--- src/design/sys_pkg.sv ---
/*
 * Shared definitions for the host command channel and its targets.
 * Referenced by scoped names from the design and the testbench.
 */
`default_nettype none

package sys_pkg;

	// Host word
	localparam int IO_W = 16;
	typedef logic [IO_W-1:0] io_word_t;

	// Command codes, taken from the first word of a frame
	typedef logic [7:0] cmd_t;
	localparam cmd_t CMD_CFG = 8'h01;
	localparam cmd_t CMD_LED = 8'h25;
	localparam cmd_t CMD_VOL = 8'h26;

	// Configuration word fields
	localparam int CFG_CSYNC_BIT = 3;

	// Audio
	localparam int SAMPLE_W = 16;
	typedef logic signed [SAMPLE_W-1:0] sample_t;

	// Attenuation: bit 4 mutes, bits 3:0 are the shift count
	localparam int VOL_W = 5;
	typedef logic [VOL_W-1:0] vol_t;

	// Main-board LEDs
	localparam int LED_W = 8;
	typedef logic [LED_W-1:0] led_t;

	// Sync duration counters
	localparam int SYNC_CNT_W = 16;

endpackage

`default_nettype wire

--- src/design/audio_mixer.sv ---
/*
 * Stereo audio path. Stage 1 cross-feeds the channels by the mix setting,
 * stage 2 applies the host volume as a right shift or mutes.
 */
`timescale 1ns/1ns
`default_nettype none

module audio_mixer (
	input  wire                   clk_sys,
	input  wire                   resetd,
	input  wire sys_pkg::sample_t i_audio_l,
	input  wire sys_pkg::sample_t i_audio_r,
	input  wire                   i_audio_s,
	input  wire [1:0]             i_audio_mix,
	input  wire                   i_vol_we,
	input  wire sys_pkg::io_word_t i_wdata,
	output sys_pkg::sample_t      o_audio_l,
	output sys_pkg::sample_t      o_audio_r
);

	sys_pkg::vol_t    vol_q;
	sys_pkg::sample_t mix_l;
	sys_pkg::sample_t mix_r;
	logic             mix_s;

	// Own channel blended with the other one, shifts follow the sample sign
	function automatic sys_pkg::sample_t xfeed(
		input sys_pkg::sample_t own,
		input sys_pkg::sample_t other,
		input logic [1:0]       mix,
		input logic             arith
	);
		sys_pkg::sample_t own_8;
		sys_pkg::sample_t own_4;
		sys_pkg::sample_t own_2;
		sys_pkg::sample_t oth_8;
		sys_pkg::sample_t oth_4;
		sys_pkg::sample_t oth_2;
		own_8 = arith ? (own >>> 3) : (own >> 3);
		own_4 = arith ? (own >>> 2) : (own >> 2);
		own_2 = arith ? (own >>> 1) : (own >> 1);
		oth_8 = arith ? (other >>> 3) : (other >> 3);
		oth_4 = arith ? (other >>> 2) : (other >> 2);
		oth_2 = arith ? (other >>> 1) : (other >> 1);
		case (mix)
			2'd0:    return own;
			2'd1:    return own - own_8 + oth_8;
			2'd2:    return own - own_4 + oth_4;
			default: return own_2 + oth_2;
		endcase
	endfunction

	// Volume register
	always_ff @(posedge clk_sys) begin
		if (resetd) begin
			vol_q <= '0;
		end else if (i_vol_we) begin
			vol_q <= i_wdata[sys_pkg::VOL_W-1:0];
		end
	end

	// Stage 1, signed flag travels along with the samples
	always_ff @(posedge clk_sys) begin
		if (resetd) begin
			mix_l <= '0;
			mix_r <= '0;
			mix_s <= 1'b0;
		end else begin
			mix_l <= xfeed(i_audio_l, i_audio_r, i_audio_mix, i_audio_s);
			mix_r <= xfeed(i_audio_r, i_audio_l, i_audio_mix, i_audio_s);
			mix_s <= i_audio_s;
		end
	end

	// Stage 2
	always_ff @(posedge clk_sys) begin
		if (resetd || vol_q[sys_pkg::VOL_W-1]) begin
			o_audio_l <= '0;
			o_audio_r <= '0;
		end else if (mix_s) begin
			o_audio_l <= mix_l >>> vol_q[3:0];
			o_audio_r <= mix_r >>> vol_q[3:0];
		end else begin
			o_audio_l <= mix_l >> vol_q[3:0];
			o_audio_r <= mix_r >> vol_q[3:0];
		end
	end

endmodule

`default_nettype wire

--- src/design/board_leds.sv ---
/*
 * Main-board LEDs. Core status bits shown by default, host override mask
 * and state replace them bit by bit.
 */
`timescale 1ns/1ns
`default_nettype none

module board_leds (
	input  wire                    clk_sys,
	input  wire                    resetd,
	input  wire                    i_led_we,
	input  wire sys_pkg::io_word_t i_wdata,
	input  wire                    i_led_user,
	input  wire [1:0]              i_led_power,
	input  wire [1:0]              i_led_disk,
	input  wire                    i_locked,
	output sys_pkg::led_t          o_led
);

	sys_pkg::led_t led_mask;
	sys_pkg::led_t led_state;
	sys_pkg::led_t status;
	logic          power_lit;
	logic          disk_lit;

	// Upper byte is the mask, lower byte the forced state
	always_ff @(posedge clk_sys) begin
		if (resetd) begin
			led_mask  <= '0;
			led_state <= '0;
		end else if (i_led_we) begin
			led_mask  <= i_wdata[15:8];
			led_state <= i_wdata[7:0];
		end
	end

	assign power_lit = i_led_power[1] & ~i_led_power[0];
	assign disk_lit  = i_led_disk[0];

	assign status = {1'b0, i_locked, 1'b0, power_lit, 1'b0, disk_lit, 1'b0, i_led_user};

	assign o_led = (led_mask & led_state) | (~led_mask & status);

endmodule

`default_nettype wire

--- src/design/sync_polarity.sv ---
/*
 * Sync polarity normaliser. Compares the high and low phase lengths of
 * one sync input and inverts it when needed so pulses are active high.
 */
`timescale 1ns/1ns
`default_nettype none

module sync_polarity #(
	parameter int CNT_W = sys_pkg::SYNC_CNT_W
) (
	input  wire  clk_sys,
	input  wire  resetd,
	input  wire  i_sync,
	output logic o_sync
);

	logic             sync_d1;
	logic             sync_d2;
	logic [CNT_W-1:0] cnt;
	logic [CNT_W-1:0] high_len;
	logic [CNT_W-1:0] low_len;
	logic             flip;

	always_ff @(posedge clk_sys) begin
		if (resetd) begin
			sync_d1  <= 1'b0;
			sync_d2  <= 1'b0;
			cnt      <= '0;
			high_len <= '0;
			low_len  <= '0;
			flip     <= 1'b0;
		end else begin
			sync_d1 <= i_sync;
			sync_d2 <= sync_d1;
			// Rising edge ends a low phase, falling edge a high phase
			if (!sync_d2 && sync_d1) low_len <= cnt;
			if (sync_d2 && !sync_d1) high_len <= cnt;
			cnt  <= (sync_d2 != sync_d1) ? '0 : cnt + 1'b1;
			flip <= (high_len > low_len);
		end
	end

	assign o_sync = i_sync ^ flip;

endmodule

`default_nettype wire

--- src/design/sys_core.sv ---
/*
 * Top level. Host command decoder feeding the audio mixer, the VGA sync
 * output stage and the board LED stage, all on clk_sys.
 */
`timescale 1ns/1ns
`default_nettype none

module sys_core #(
	parameter int SYNC_CNT_W_P = sys_pkg::SYNC_CNT_W
) (
	input  wire                    clk_sys,
	input  wire                    resetd,
	// Host channel
	input  wire                    i_io_uio,
	input  wire                    i_io_clk,
	input  wire sys_pkg::io_word_t i_io_din,
	output logic                   o_io_ack,
	// Audio
	input  wire sys_pkg::sample_t  i_audio_l,
	input  wire sys_pkg::sample_t  i_audio_r,
	input  wire                    i_audio_s,
	input  wire [1:0]              i_audio_mix,
	output sys_pkg::sample_t       o_audio_l,
	output sys_pkg::sample_t       o_audio_r,
	// Video
	input  wire                    i_hs,
	input  wire                    i_vs,
	output logic                   o_vga_hs,
	output logic                   o_vga_vs,
	// LEDs
	input  wire                    i_led_user,
	input  wire [1:0]              i_led_power,
	input  wire [1:0]              i_led_disk,
	input  wire                    i_locked,
	output sys_pkg::led_t          o_led
);

	sys_pkg::io_word_t wdata;
	logic              cfg_we;
	logic              led_we;
	logic              vol_we;

	// ========================================================================
	// Decode
	// ========================================================================

	uio_cmd_decode u_cmd_decode (
		.clk_sys  (clk_sys),
		.resetd   (resetd),
		.i_io_uio (i_io_uio),
		.i_io_clk (i_io_clk),
		.i_io_din (i_io_din),
		.o_io_ack (o_io_ack),
		.o_wdata  (wdata),
		.o_cfg_we (cfg_we),
		.o_led_we (led_we),
		.o_vol_we (vol_we)
	);

	// ========================================================================
	// Targets
	// ========================================================================

	audio_mixer u_audio_mixer (
		.clk_sys     (clk_sys),
		.resetd      (resetd),
		.i_audio_l   (i_audio_l),
		.i_audio_r   (i_audio_r),
		.i_audio_s   (i_audio_s),
		.i_audio_mix (i_audio_mix),
		.i_vol_we    (vol_we),
		.i_wdata     (wdata),
		.o_audio_l   (o_audio_l),
		.o_audio_r   (o_audio_r)
	);

	vga_sync_out #(.SYNC_CNT_W_P(SYNC_CNT_W_P)) u_vga_sync_out (
		.clk_sys  (clk_sys),
		.resetd   (resetd),
		.i_hs     (i_hs),
		.i_vs     (i_vs),
		.i_cfg_we (cfg_we),
		.i_wdata  (wdata),
		.o_vga_hs (o_vga_hs),
		.o_vga_vs (o_vga_vs)
	);

	board_leds u_board_leds (
		.clk_sys     (clk_sys),
		.resetd      (resetd),
		.i_led_we    (led_we),
		.i_wdata     (wdata),
		.i_led_user  (i_led_user),
		.i_led_power (i_led_power),
		.i_led_disk  (i_led_disk),
		.i_locked    (i_locked),
		.o_led       (o_led)
	);

endmodule

`default_nettype wire

--- src/design/uio_cmd_decode.sv ---
/*
 * Host command channel. Turns the strobe/ack level toggles into accepted
 * words, frames them into command and data, and pulses one write strobe
 * per data word for the target selected by the command.
 */
`timescale 1ns/1ns
`default_nettype none

module uio_cmd_decode (
	input  wire              clk_sys,
	input  wire              resetd,
	input  wire              i_io_uio,
	input  wire              i_io_clk,
	input  wire sys_pkg::io_word_t i_io_din,
	output logic             o_io_ack,
	output sys_pkg::io_word_t o_wdata,
	output logic             o_cfg_we,
	output logic             o_led_we,
	output logic             o_vol_we
);

	logic          io_clk_q;
	logic          io_strobe;
	logic          has_cmd;
	sys_pkg::cmd_t cmd_q;

	// High for one cycle on the rising strobe level
	assign io_strobe = i_io_clk & ~io_clk_q;

	// ========================================================================
	// Handshake
	// ========================================================================

	// Ack is the strobe level two cycles late
	always_ff @(posedge clk_sys) begin
		if (resetd) begin
			io_clk_q <= 1'b0;
			o_io_ack <= 1'b0;
		end else begin
			io_clk_q <= i_io_clk;
			o_io_ack <= io_clk_q;
		end
	end

	// ========================================================================
	// Framing
	// ========================================================================

	always_ff @(posedge clk_sys) begin
		if (resetd) begin
			has_cmd  <= 1'b0;
			o_cfg_we <= 1'b0;
			o_led_we <= 1'b0;
			o_vol_we <= 1'b0;
		end else begin
			o_cfg_we <= 1'b0;
			o_led_we <= 1'b0;
			o_vol_we <= 1'b0;
			if (!i_io_uio) begin
				// Frame closed, next word is a command
				has_cmd <= 1'b0;
			end else if (io_strobe) begin
				if (!has_cmd) begin
					has_cmd <= 1'b1;
				end else begin
					// Unknown codes match nothing
					o_cfg_we <= (cmd_q == sys_pkg::CMD_CFG);
					o_led_we <= (cmd_q == sys_pkg::CMD_LED);
					o_vol_we <= (cmd_q == sys_pkg::CMD_VOL);
				end
			end
		end
	end

	// Command byte and data word
	always_ff @(posedge clk_sys) begin
		if (i_io_uio && io_strobe) begin
			if (!has_cmd) begin
				cmd_q <= i_io_din[7:0];
			end else begin
				o_wdata <= i_io_din;
			end
		end
	end

endmodule

`default_nettype wire

--- src/design/vga_sync_out.sv ---
/*
 * VGA sync output stage. Holds the host configuration word and drives
 * separate active-low syncs, or composite sync on HS when csync is set.
 */
`timescale 1ns/1ns
`default_nettype none

module vga_sync_out #(
	parameter int SYNC_CNT_W_P = sys_pkg::SYNC_CNT_W
) (
	input  wire                    clk_sys,
	input  wire                    resetd,
	input  wire                    i_hs,
	input  wire                    i_vs,
	input  wire                    i_cfg_we,
	input  wire sys_pkg::io_word_t i_wdata,
	output logic                   o_vga_hs,
	output logic                   o_vga_vs
);

	sys_pkg::io_word_t cfg_q;
	logic              csync;
	logic              hs_pos;
	logic              vs_pos;

	always_ff @(posedge clk_sys) begin
		if (resetd) begin
			cfg_q <= '0;
		end else if (i_cfg_we) begin
			cfg_q <= i_wdata;
		end
	end

	assign csync = cfg_q[sys_pkg::CFG_CSYNC_BIT];

	sync_polarity #(.CNT_W(SYNC_CNT_W_P)) u_hs_pol (
		.clk_sys (clk_sys),
		.resetd  (resetd),
		.i_sync  (i_hs),
		.o_sync  (hs_pos)
	);

	sync_polarity #(.CNT_W(SYNC_CNT_W_P)) u_vs_pol (
		.clk_sys (clk_sys),
		.resetd  (resetd),
		.i_sync  (i_vs),
		.o_sync  (vs_pos)
	);

	// Composite sync goes out on the HS pin, VS parks high
	assign o_vga_hs = csync ? ~(hs_pos ^ vs_pos) : ~hs_pos;
	assign o_vga_vs = csync ? 1'b1 : ~vs_pos;

endmodule

`default_nettype wire

--- config.mk ---
export PLATFORM = sky130hd
export DESIGN_NAME = sys_core
export DESIGN_NICKNAME = d
export VERILOG_FILES = /design/src/design/sys_pkg.sv /design/src/design/audio_mixer.sv /design/src/design/board_leds.sv /design/src/design/sync_polarity.sv /design/src/design/sys_core.sv /design/src/design/uio_cmd_decode.sv /design/src/design/vga_sync_out.sv
export SDC_FILE = /design/constraint.sdc
export NUM_CORES = 1
export LEC_CHECK = 0
export BUFFER_PORTS_ARGS = -buffer_cell sky130_fd_sc_hd__buf_2
export CAP_MARGIN = 20
export CORE_ASPECT_RATIO = 1.25
export CORE_MARGIN = 4
export CORE_UTILIZATION = 55
export CTS_CLUSTER_SIZE = 12
export DETAILED_ROUTE_END_ITERATION = 8
export PLACE_DENSITY = 0.77
export SYNTH_ARGS = -nofsm -noshare
export SYNTH_HDL_FRONTEND = slang
export SYNTH_SLANG_ARGS = --single-unit
--- constraint.sdc ---
create_clock -name clk_sys -period 3.1 [get_ports clk_sys]
set_input_delay 0.31 -clock clk_sys [delete_from_list [all_inputs] [get_ports clk_sys]]
set_output_delay 0.31 -clock clk_sys [all_outputs]
set_load 0.05 [all_outputs]
# ---- Word level (Yosys, flattened, before mapping)
# Index checks and enable logic that the tools add are counted.
dict set report classes {
  n_lt_le_gt_ge 2
  bitwise_logic 17
  eq_ne 7
  mux 12
  n_shift 4
  addsub 11
  reduce_logical 17
}
# op count
set op_table {}
lappend op_table {{$mux 16} 8}
lappend op_table {{$pmux 16 s3} 2}
lappend op_table {{$add 16x16->16} 5}
lappend op_table {{$sub 16x16->16} 4}
lappend op_table {{$add 16x1->16 const B} 2}
lappend op_table {{$gt 16x16->1} 2}
lappend op_table {{$shr 16x4->16} 2}
lappend op_table {{$sshr 16x4->16} 2}
lappend op_table {{$eq 8x6->1 const B} 2}
lappend op_table {{$and 8x7->8} 1}
lappend op_table {{$and 8x8->8} 1}
lappend op_table {{$eq 8x1->1 const B} 1}
lappend op_table {{$not 1->1} 8}
lappend op_table {{$not 8->8} 1}
lappend op_table {{$or 8x8->8} 1}
lappend op_table {{$reduce_or 2->1} 3}
lappend op_table {{$logic_and 1x1->1} 5}
lappend op_table {{$logic_not 1->1} 4}
lappend op_table {{$reduce_and 2->1} 2}
lappend op_table {{$reduce_or 4->1} 1}
lappend op_table {{$xor 1x1->1} 3}
lappend op_table {{$and 1x1->1} 2}
lappend op_table {{$eq 2x1->1 const B} 1}
lappend op_table {{$eq 2x2->1 const B} 1}
lappend op_table {{4 further kinds} 6}
dict set report word_totals {
  wordCells 99
  input_bits 63
  reg_bits 222
}

# ---- Longest topological paths before layout
dict set report logic_depth {
  ltp_word 4
  depth_mapped 14
}

# ---- Modules after synthesis
# From an unflattened synthesis, not the netlist that was laid out.
dict set report unflattened {
  hier_cells 1812
  hier_area_um2 15870.2
}
# mod n_inst cells_per_inst seq_area_each_um2 area_per_inst_um2
set modules_own_cells {}
lappend modules_own_cells {audio_mixer 1 1198 1401.3 9529.1}
lappend modules_own_cells {sync_polarity 2 250 1021.0 2337.2}
lappend modules_own_cells {uio_cmd_decode 1 46 840.8 959.7}
lappend modules_own_cells {board_leds 1 62 320.3 654.4}
lappend modules_own_cells {vga_sync_out 1 6 20.0 52.6}

# ---- Worst setup path before layout
# No wires, ideal clock.
dict set report synth_path {
  path_kind {input to register}
  from {in i_audio_r[3]}
  to {reg u_audio_mixer.mix_l[8]}
  required_time_ns 2.985
  path_buffers 0
  cell_stages 14
  t_arrival_ns 2.821
  slack_ns 0.164
  path_cell_list {inv_1 -> ha_1 -> inv_1 -> ha_1 -> inv_1 -> fa_1 -> nor2b_1 -> o2111ai_1 -> nand4b_1 -> a21o_1 -> a21oi_1 -> xnor2_1 -> mux4_2 -> and2_1}
}
dict set report synth_between {
  elab_chain_len 3
}
# element line
set synth_lines {}
lappend synth_lines {{start: declaration} sys_core.sv:20} ;# input wire sys_pkg::sample_t i_audio_r,
lappend synth_lines {{$mux 16 (on tied branches)} {audio_mixer.sv:44, audio_mixer.sv:42, audio_mixer.sv:43}}
lappend synth_lines {{$add 16x16->16 (on tied branches)} {audio_mixer.sv:49, audio_mixer.sv:47, audio_mixer.sv:48}}
lappend synth_lines {{$pmux 16 s3 *} audio_mixer.sv:45} ;# case (mix)
lappend synth_lines {{end signal: assignment} audio_mixer.sv:69} ;# mix_l <= xfeed(i_audio_l, i_audio_r, i_audio_mix, i_audio_s);
lappend synth_lines {{end: declaration} audio_mixer.sv:22} ;# sys_pkg::sample_t mix_l;
# Every way passes the cells marked *; elsewhere a longest branch is shown, timed or not.
# A chain may end at the register's enable or synchronous reset.

# ---- Final worst setup path
dict set report layout_path {
  from {in i_audio_l[3]}
  to {reg u_audio_mixer.mix_r[14]}
}
dict set report layout_between {
  elab_chain_len 3
}
# element line
set layout_lines {}
lappend layout_lines {{start: declaration} sys_core.sv:19} ;# input wire sys_pkg::sample_t i_audio_l,
lappend layout_lines {{$mux 16 (on tied branches)} {audio_mixer.sv:44, audio_mixer.sv:42, audio_mixer.sv:43}}
lappend layout_lines {{$add 16x16->16 (on tied branches)} {audio_mixer.sv:49, audio_mixer.sv:47, audio_mixer.sv:48}}
lappend layout_lines {{$pmux 16 s3 *} audio_mixer.sv:45}
lappend layout_lines {{end signal: assignment} audio_mixer.sv:70} ;# mix_r <= xfeed(i_audio_r, i_audio_l, i_audio_mix, i_audio_s);
lappend layout_lines {{end: declaration} audio_mixer.sv:23} ;# sys_pkg::sample_t mix_r;
# Marks and branches as above.

==> metrics.md <==
| Metric | Value |
|---|---|
| YS warnings | `0` |
| Power share of the sequential group | `35.3%` |
| Die Ht | `194 um` |
| Critical path's slowest cell | `fa_1` |
| Main area contributors after synthesis | `dfxtp_1, ha_1, fa_1` |
| FMAX | `0.344 GHz` |
| Clock Tree Root | `clkbuf_16` |
| Leakage power | `8.11 nW` |
| Antenna Cells | `0` |
| First-pass iteration count of the detailed router | `5` |
| Largest delay share family, worst path | `compound AO/OA/AOI/OAI gates` |
| Vias in the first global route | `13,300` |
| DPL Wire Length | `32.0 mm` |
| Clock group share of total power | `29.2%` |
| Starting DRC count in detailed routing | `945` |
| Largest net degree at the start of global routing | `51` |
| Final #Nets | `2,218` |
| Max Buffers Root-to-Sink | `3` |
| Final Hold Viols | `0` |
| R2R cell count | `4` |
| Sink Count | `219` |
| Crit path depth | `13` |
| Final setup violation count | `0` |
| Top_reg_cell synth | `dfxtp_1` |
| Ys async rst share | `0%` |
| Crit path launch type | `primary input` |
| Vias post-DR | `13,200` |
| Post-synth EDFFs | `24` |
| Max Cap Viol | `0` |
| Post-DR vias/cell | `5.67` |
| Crit path max fanout | `3` |
| Slew Viols, Final | `0` |
| Rel. slew slack | `27.9%` |
| Cell Pwr Density | `483 mW/mm^2` |
| Final Critical Period | `2.91 ns` |
| Grt ovf | `0` |
| Routed length per instance | `17.7 um` |
| RR Startpoint | `u_audio_mixer.vol_q[1]` |
| Remaining routing DRC violations | `0` |
| Switch share | `33.6%` |
| Chip width | `157 um` |
| Hold Crit Depth | `2` |
| XOR/XNOR Fraction of Synth Area | `4.82%` |
| Syn_nets | `1,980` |
| Post-synthesis mux area share | `10.2%` |
| CP startpoint | `i_audio_l[3]` |
| Dpl ws | `-0.217 ns` |
| Routed Antenna Nets | `0` |
| Highest-count cells in the layout ignoring fill and taps | `nor2_1, inv_1, dfxtp_1, buf_4, ha_1` |
| Peak VDD IR | `0.367 mV` |
| Later-pin clock latency in the skew report | `0.52 ns` |
| CTS buffer count | `23` |
| Critical path cell sequence | `buf_2 -> inv_1 -> fa_1 -> fa_1 -> nor2b_1 -> o31a_1 -> o221ai_1 -> a21oi_1 -> o41a_1 -> a21oi_1 -> buf_4 -> a211o_1 -> nor3_1` |
| Leading cell type in the layout, fill and taps excluded | `nor2_1` |
| Switching pwr | `2.93 mW` |
| Post-Syn Instances | `1,728` |
| Compound-cell area share of the yosys netlist | `15.3%` |
| Worst Skew | `0.0163 ns` |
| Seq/Total Area, Yosys | `30.3%` |
| Worst Path Arrival | `3.33 ns` |
| Mapped cell area | `0.0153 mm^2` |
| Crit. End Element | `flip-flop` |
| Flops & latches, synth | `219` |
| Initial Util | `56.4%` |
| Synth top area share | `25.6%` |
| Critical Path Max Stage Delay | `0.49 ns` |
| Initial antenna violation count | `0` |
| Worst-Margin Slew | `1.08 ns` |
| Final period util | `93.8%` |
| Rows | `67` |
| GRT Total Usage | `26.5%` |
| Area growth syn-to-layout | `18.2%` |
| Core area | `0.0271 mm^2` |
| Io pins | `106` |
| Max H-tree Level | `1` |
| Largest family of logic cells by synthesized area | `adder cells` |
| Status | `finished, final reports clean` |
| CP Class | `in2reg` |
| First-pass GRT wire length | `66.4 mm` |
| Critical path buffers and inverters | `3` |
| Setup ws final | `0.192 ns` |
| Die area | `0.0305 mm^2` |
| RSZ-0062 raised after global routing | `no` |
| DRT Wirelength | `41.1 mm` |
| Total power draw | `8.72 mW` |
| Synth cell types | `76` |
| Setup crit end | `u_audio_mixer.mix_r[14]` |
| Post-synth top area cell | `dfxtp_1` |
| Clock-pin slew on the worst setup and hold paths | `0.07 ns` |
| Hold Path Class | `in2reg` |
| Worst Path Required | `3.52 ns` |
| Gpl congestion | `0.956` |
| Comb pwr share | `35.4%` |
| CTS tree | `yes` |
| Adder-cell share of the synthesized area | `18.4%` |
| IO buf count | `104` |
| Post-Synth Simple-Gate Area | `14.0%` |
| Filler instances | `2,161` |
| # Post-CTS Setup Buffers | `0` |
| Mean Syn Cell Area | `8.83 um^2` |
| Reg2Reg Setup Slack | `0.72 ns` |
| Internal power contribution | `5.79 mW` |
| Share of cells above drive strength 1 | `17.4%` |
| RR Endpoint | `u_audio_mixer.o_audio_l[1]` |
sequential cells by signal, summed over array words and instances, names as in the netlist, 5 cells and up:
register                          flops
u_audio_mixer.mix_r                  16
u_cmd_decode.cmd_q                    8
u_cmd_decode.o_wdata                 16
u_audio_mixer.o_audio_l              16
u_vga_sync_out.u_vs_pol.cnt          16
u_audio_mixer.vol_q                   5
u_vga_sync_out.u_vs_pol.high_len     16
u_board_leds.led_mask                 8
u_vga_sync_out.u_hs_pol.low_len      16
u_vga_sync_out.u_hs_pol.cnt          16
u_audio_mixer.o_audio_r              16
u_vga_sync_out.u_hs_pol.high_len     16
u_board_leds.led_state                8
u_audio_mixer.mix_l                  16
u_vga_sync_out.u_vs_pol.low_len      16
per-stage QoR:
stage	hold WS [ns]	util, %	cells	TNS (ns)	cell area, um^2
4_1_cts	0.00273	66.6	2325	0	18000
5_1_grt	0.00689	66.6	2325	0	18000
6_report	0.0112	66.6	2325	0	18000
2_1_floorplan	0.409	-	1728	0	15300
3_5_place_dp	0.452	63.5	2272	-2.03	17200
3_3_place_gp	0.446	63.5	2272	-1.39	17200
synth_stat cells (all sizes together) (5+ instances only):
master / number
dfxtp: 195
nor3: 22
inv: 213
o21a: 26
o211ai: 12
clkbuf: 58
nor4: 6
mux2: 17
buf: 10
edfxtp: 24
a211oi: 33
xnor2: 48
a311oi: 5
o21ai: 64
and2: 14
mux2i: 111
a21o: 24
a221oi: 8
nand3: 24
o22ai: 7
a2111oi: 6
nor2: 221
o31ai: 6
ha: 130
fa: 59
mux4: 11
o21bai: 9
a21oi: 98
and3: 15
nand2: 85
or3: 8
nor2b: 29
nand4: 13
nand2b: 12
a31oi: 10
o31a: 5
xor2: 36
worst min path at each step:
| stage | startpoint | endpoint | slack, ns |
|---|---|---|---|
| 6_report | i_io_clk | u_cmd_decode.io_clk_q | 0.01 |
| 5_1_grt | i_io_din[7] | u_cmd_decode.o_wdata[7] | 0.007 |
| 4_1_cts | i_io_din[7] | u_cmd_decode.o_wdata[7] | 0.003 |
| 3_5_place_dp | u_cmd_decode.io_clk_q | u_cmd_decode.o_io_ack | 0.45 |
| 3_3_place_gp | u_cmd_decode.io_clk_q | u_cmd_decode.o_io_ack | 0.45 |
| 2_1_floorplan | i_io_din[0] | u_cmd_decode.cmd_q[0] | 0.41 |
power by group through the flow:
stage               sequential, mW  clock (mW)  combinational, mW
floorplan                     3.26           0               1.85
global placement              3.14           0               2.93
detailed placement            3.14           0               3.00
CTS                           3.08        2.57               3.04
global route                  3.09        2.69               3.37
finish                        3.08        2.55               3.09
per-layer routing:
metal	GRT usage, %	part of all wire [%]
met1	33.1	42
met3	2.30	4.7
met4	8.42	3.0
met2	47.7	51
met5	0	0
logic make-up (layout without fill, tap and decap cells):
| kind of cell | Yosys count | count (layout) |
|---|---|---|
| fa+ha+maj | 189 | 189 |
| xor+xnor | 84 | 84 |
| buf+inv | 283 | 535 |
| flops | 219 | 219 |
| compound gates | 348 | 348 |
| simple gates | 466 | 466 |
| mux | 139 | 139 |
layout make-up:
| class | instances | area (um^2) | share of cell area (%) |
|---|---|---|---|
| clock buffer | 35 | 641 | 3.55 |
| clock inverter | 4 | 38.8 | 0.215 |
| multi-input combinational | 1226 | 9580 | 53.1 |
| tap | 345 | 432 | 2.39 |
| timing repair buffer | 281 | 1910 | 10.6 |
| sequential | 219 | 4630 | 25.7 |
| inverter | 215 | 807 | 4.48 |
what timing repair did:
action	4_1_cts	5_1_grt
resized for setup	0	1
hold buffers	14	0
setup endpoints to repair	0	1
endpoints found under the hold margin	20	0
Power figures use the tool's default switching activity.
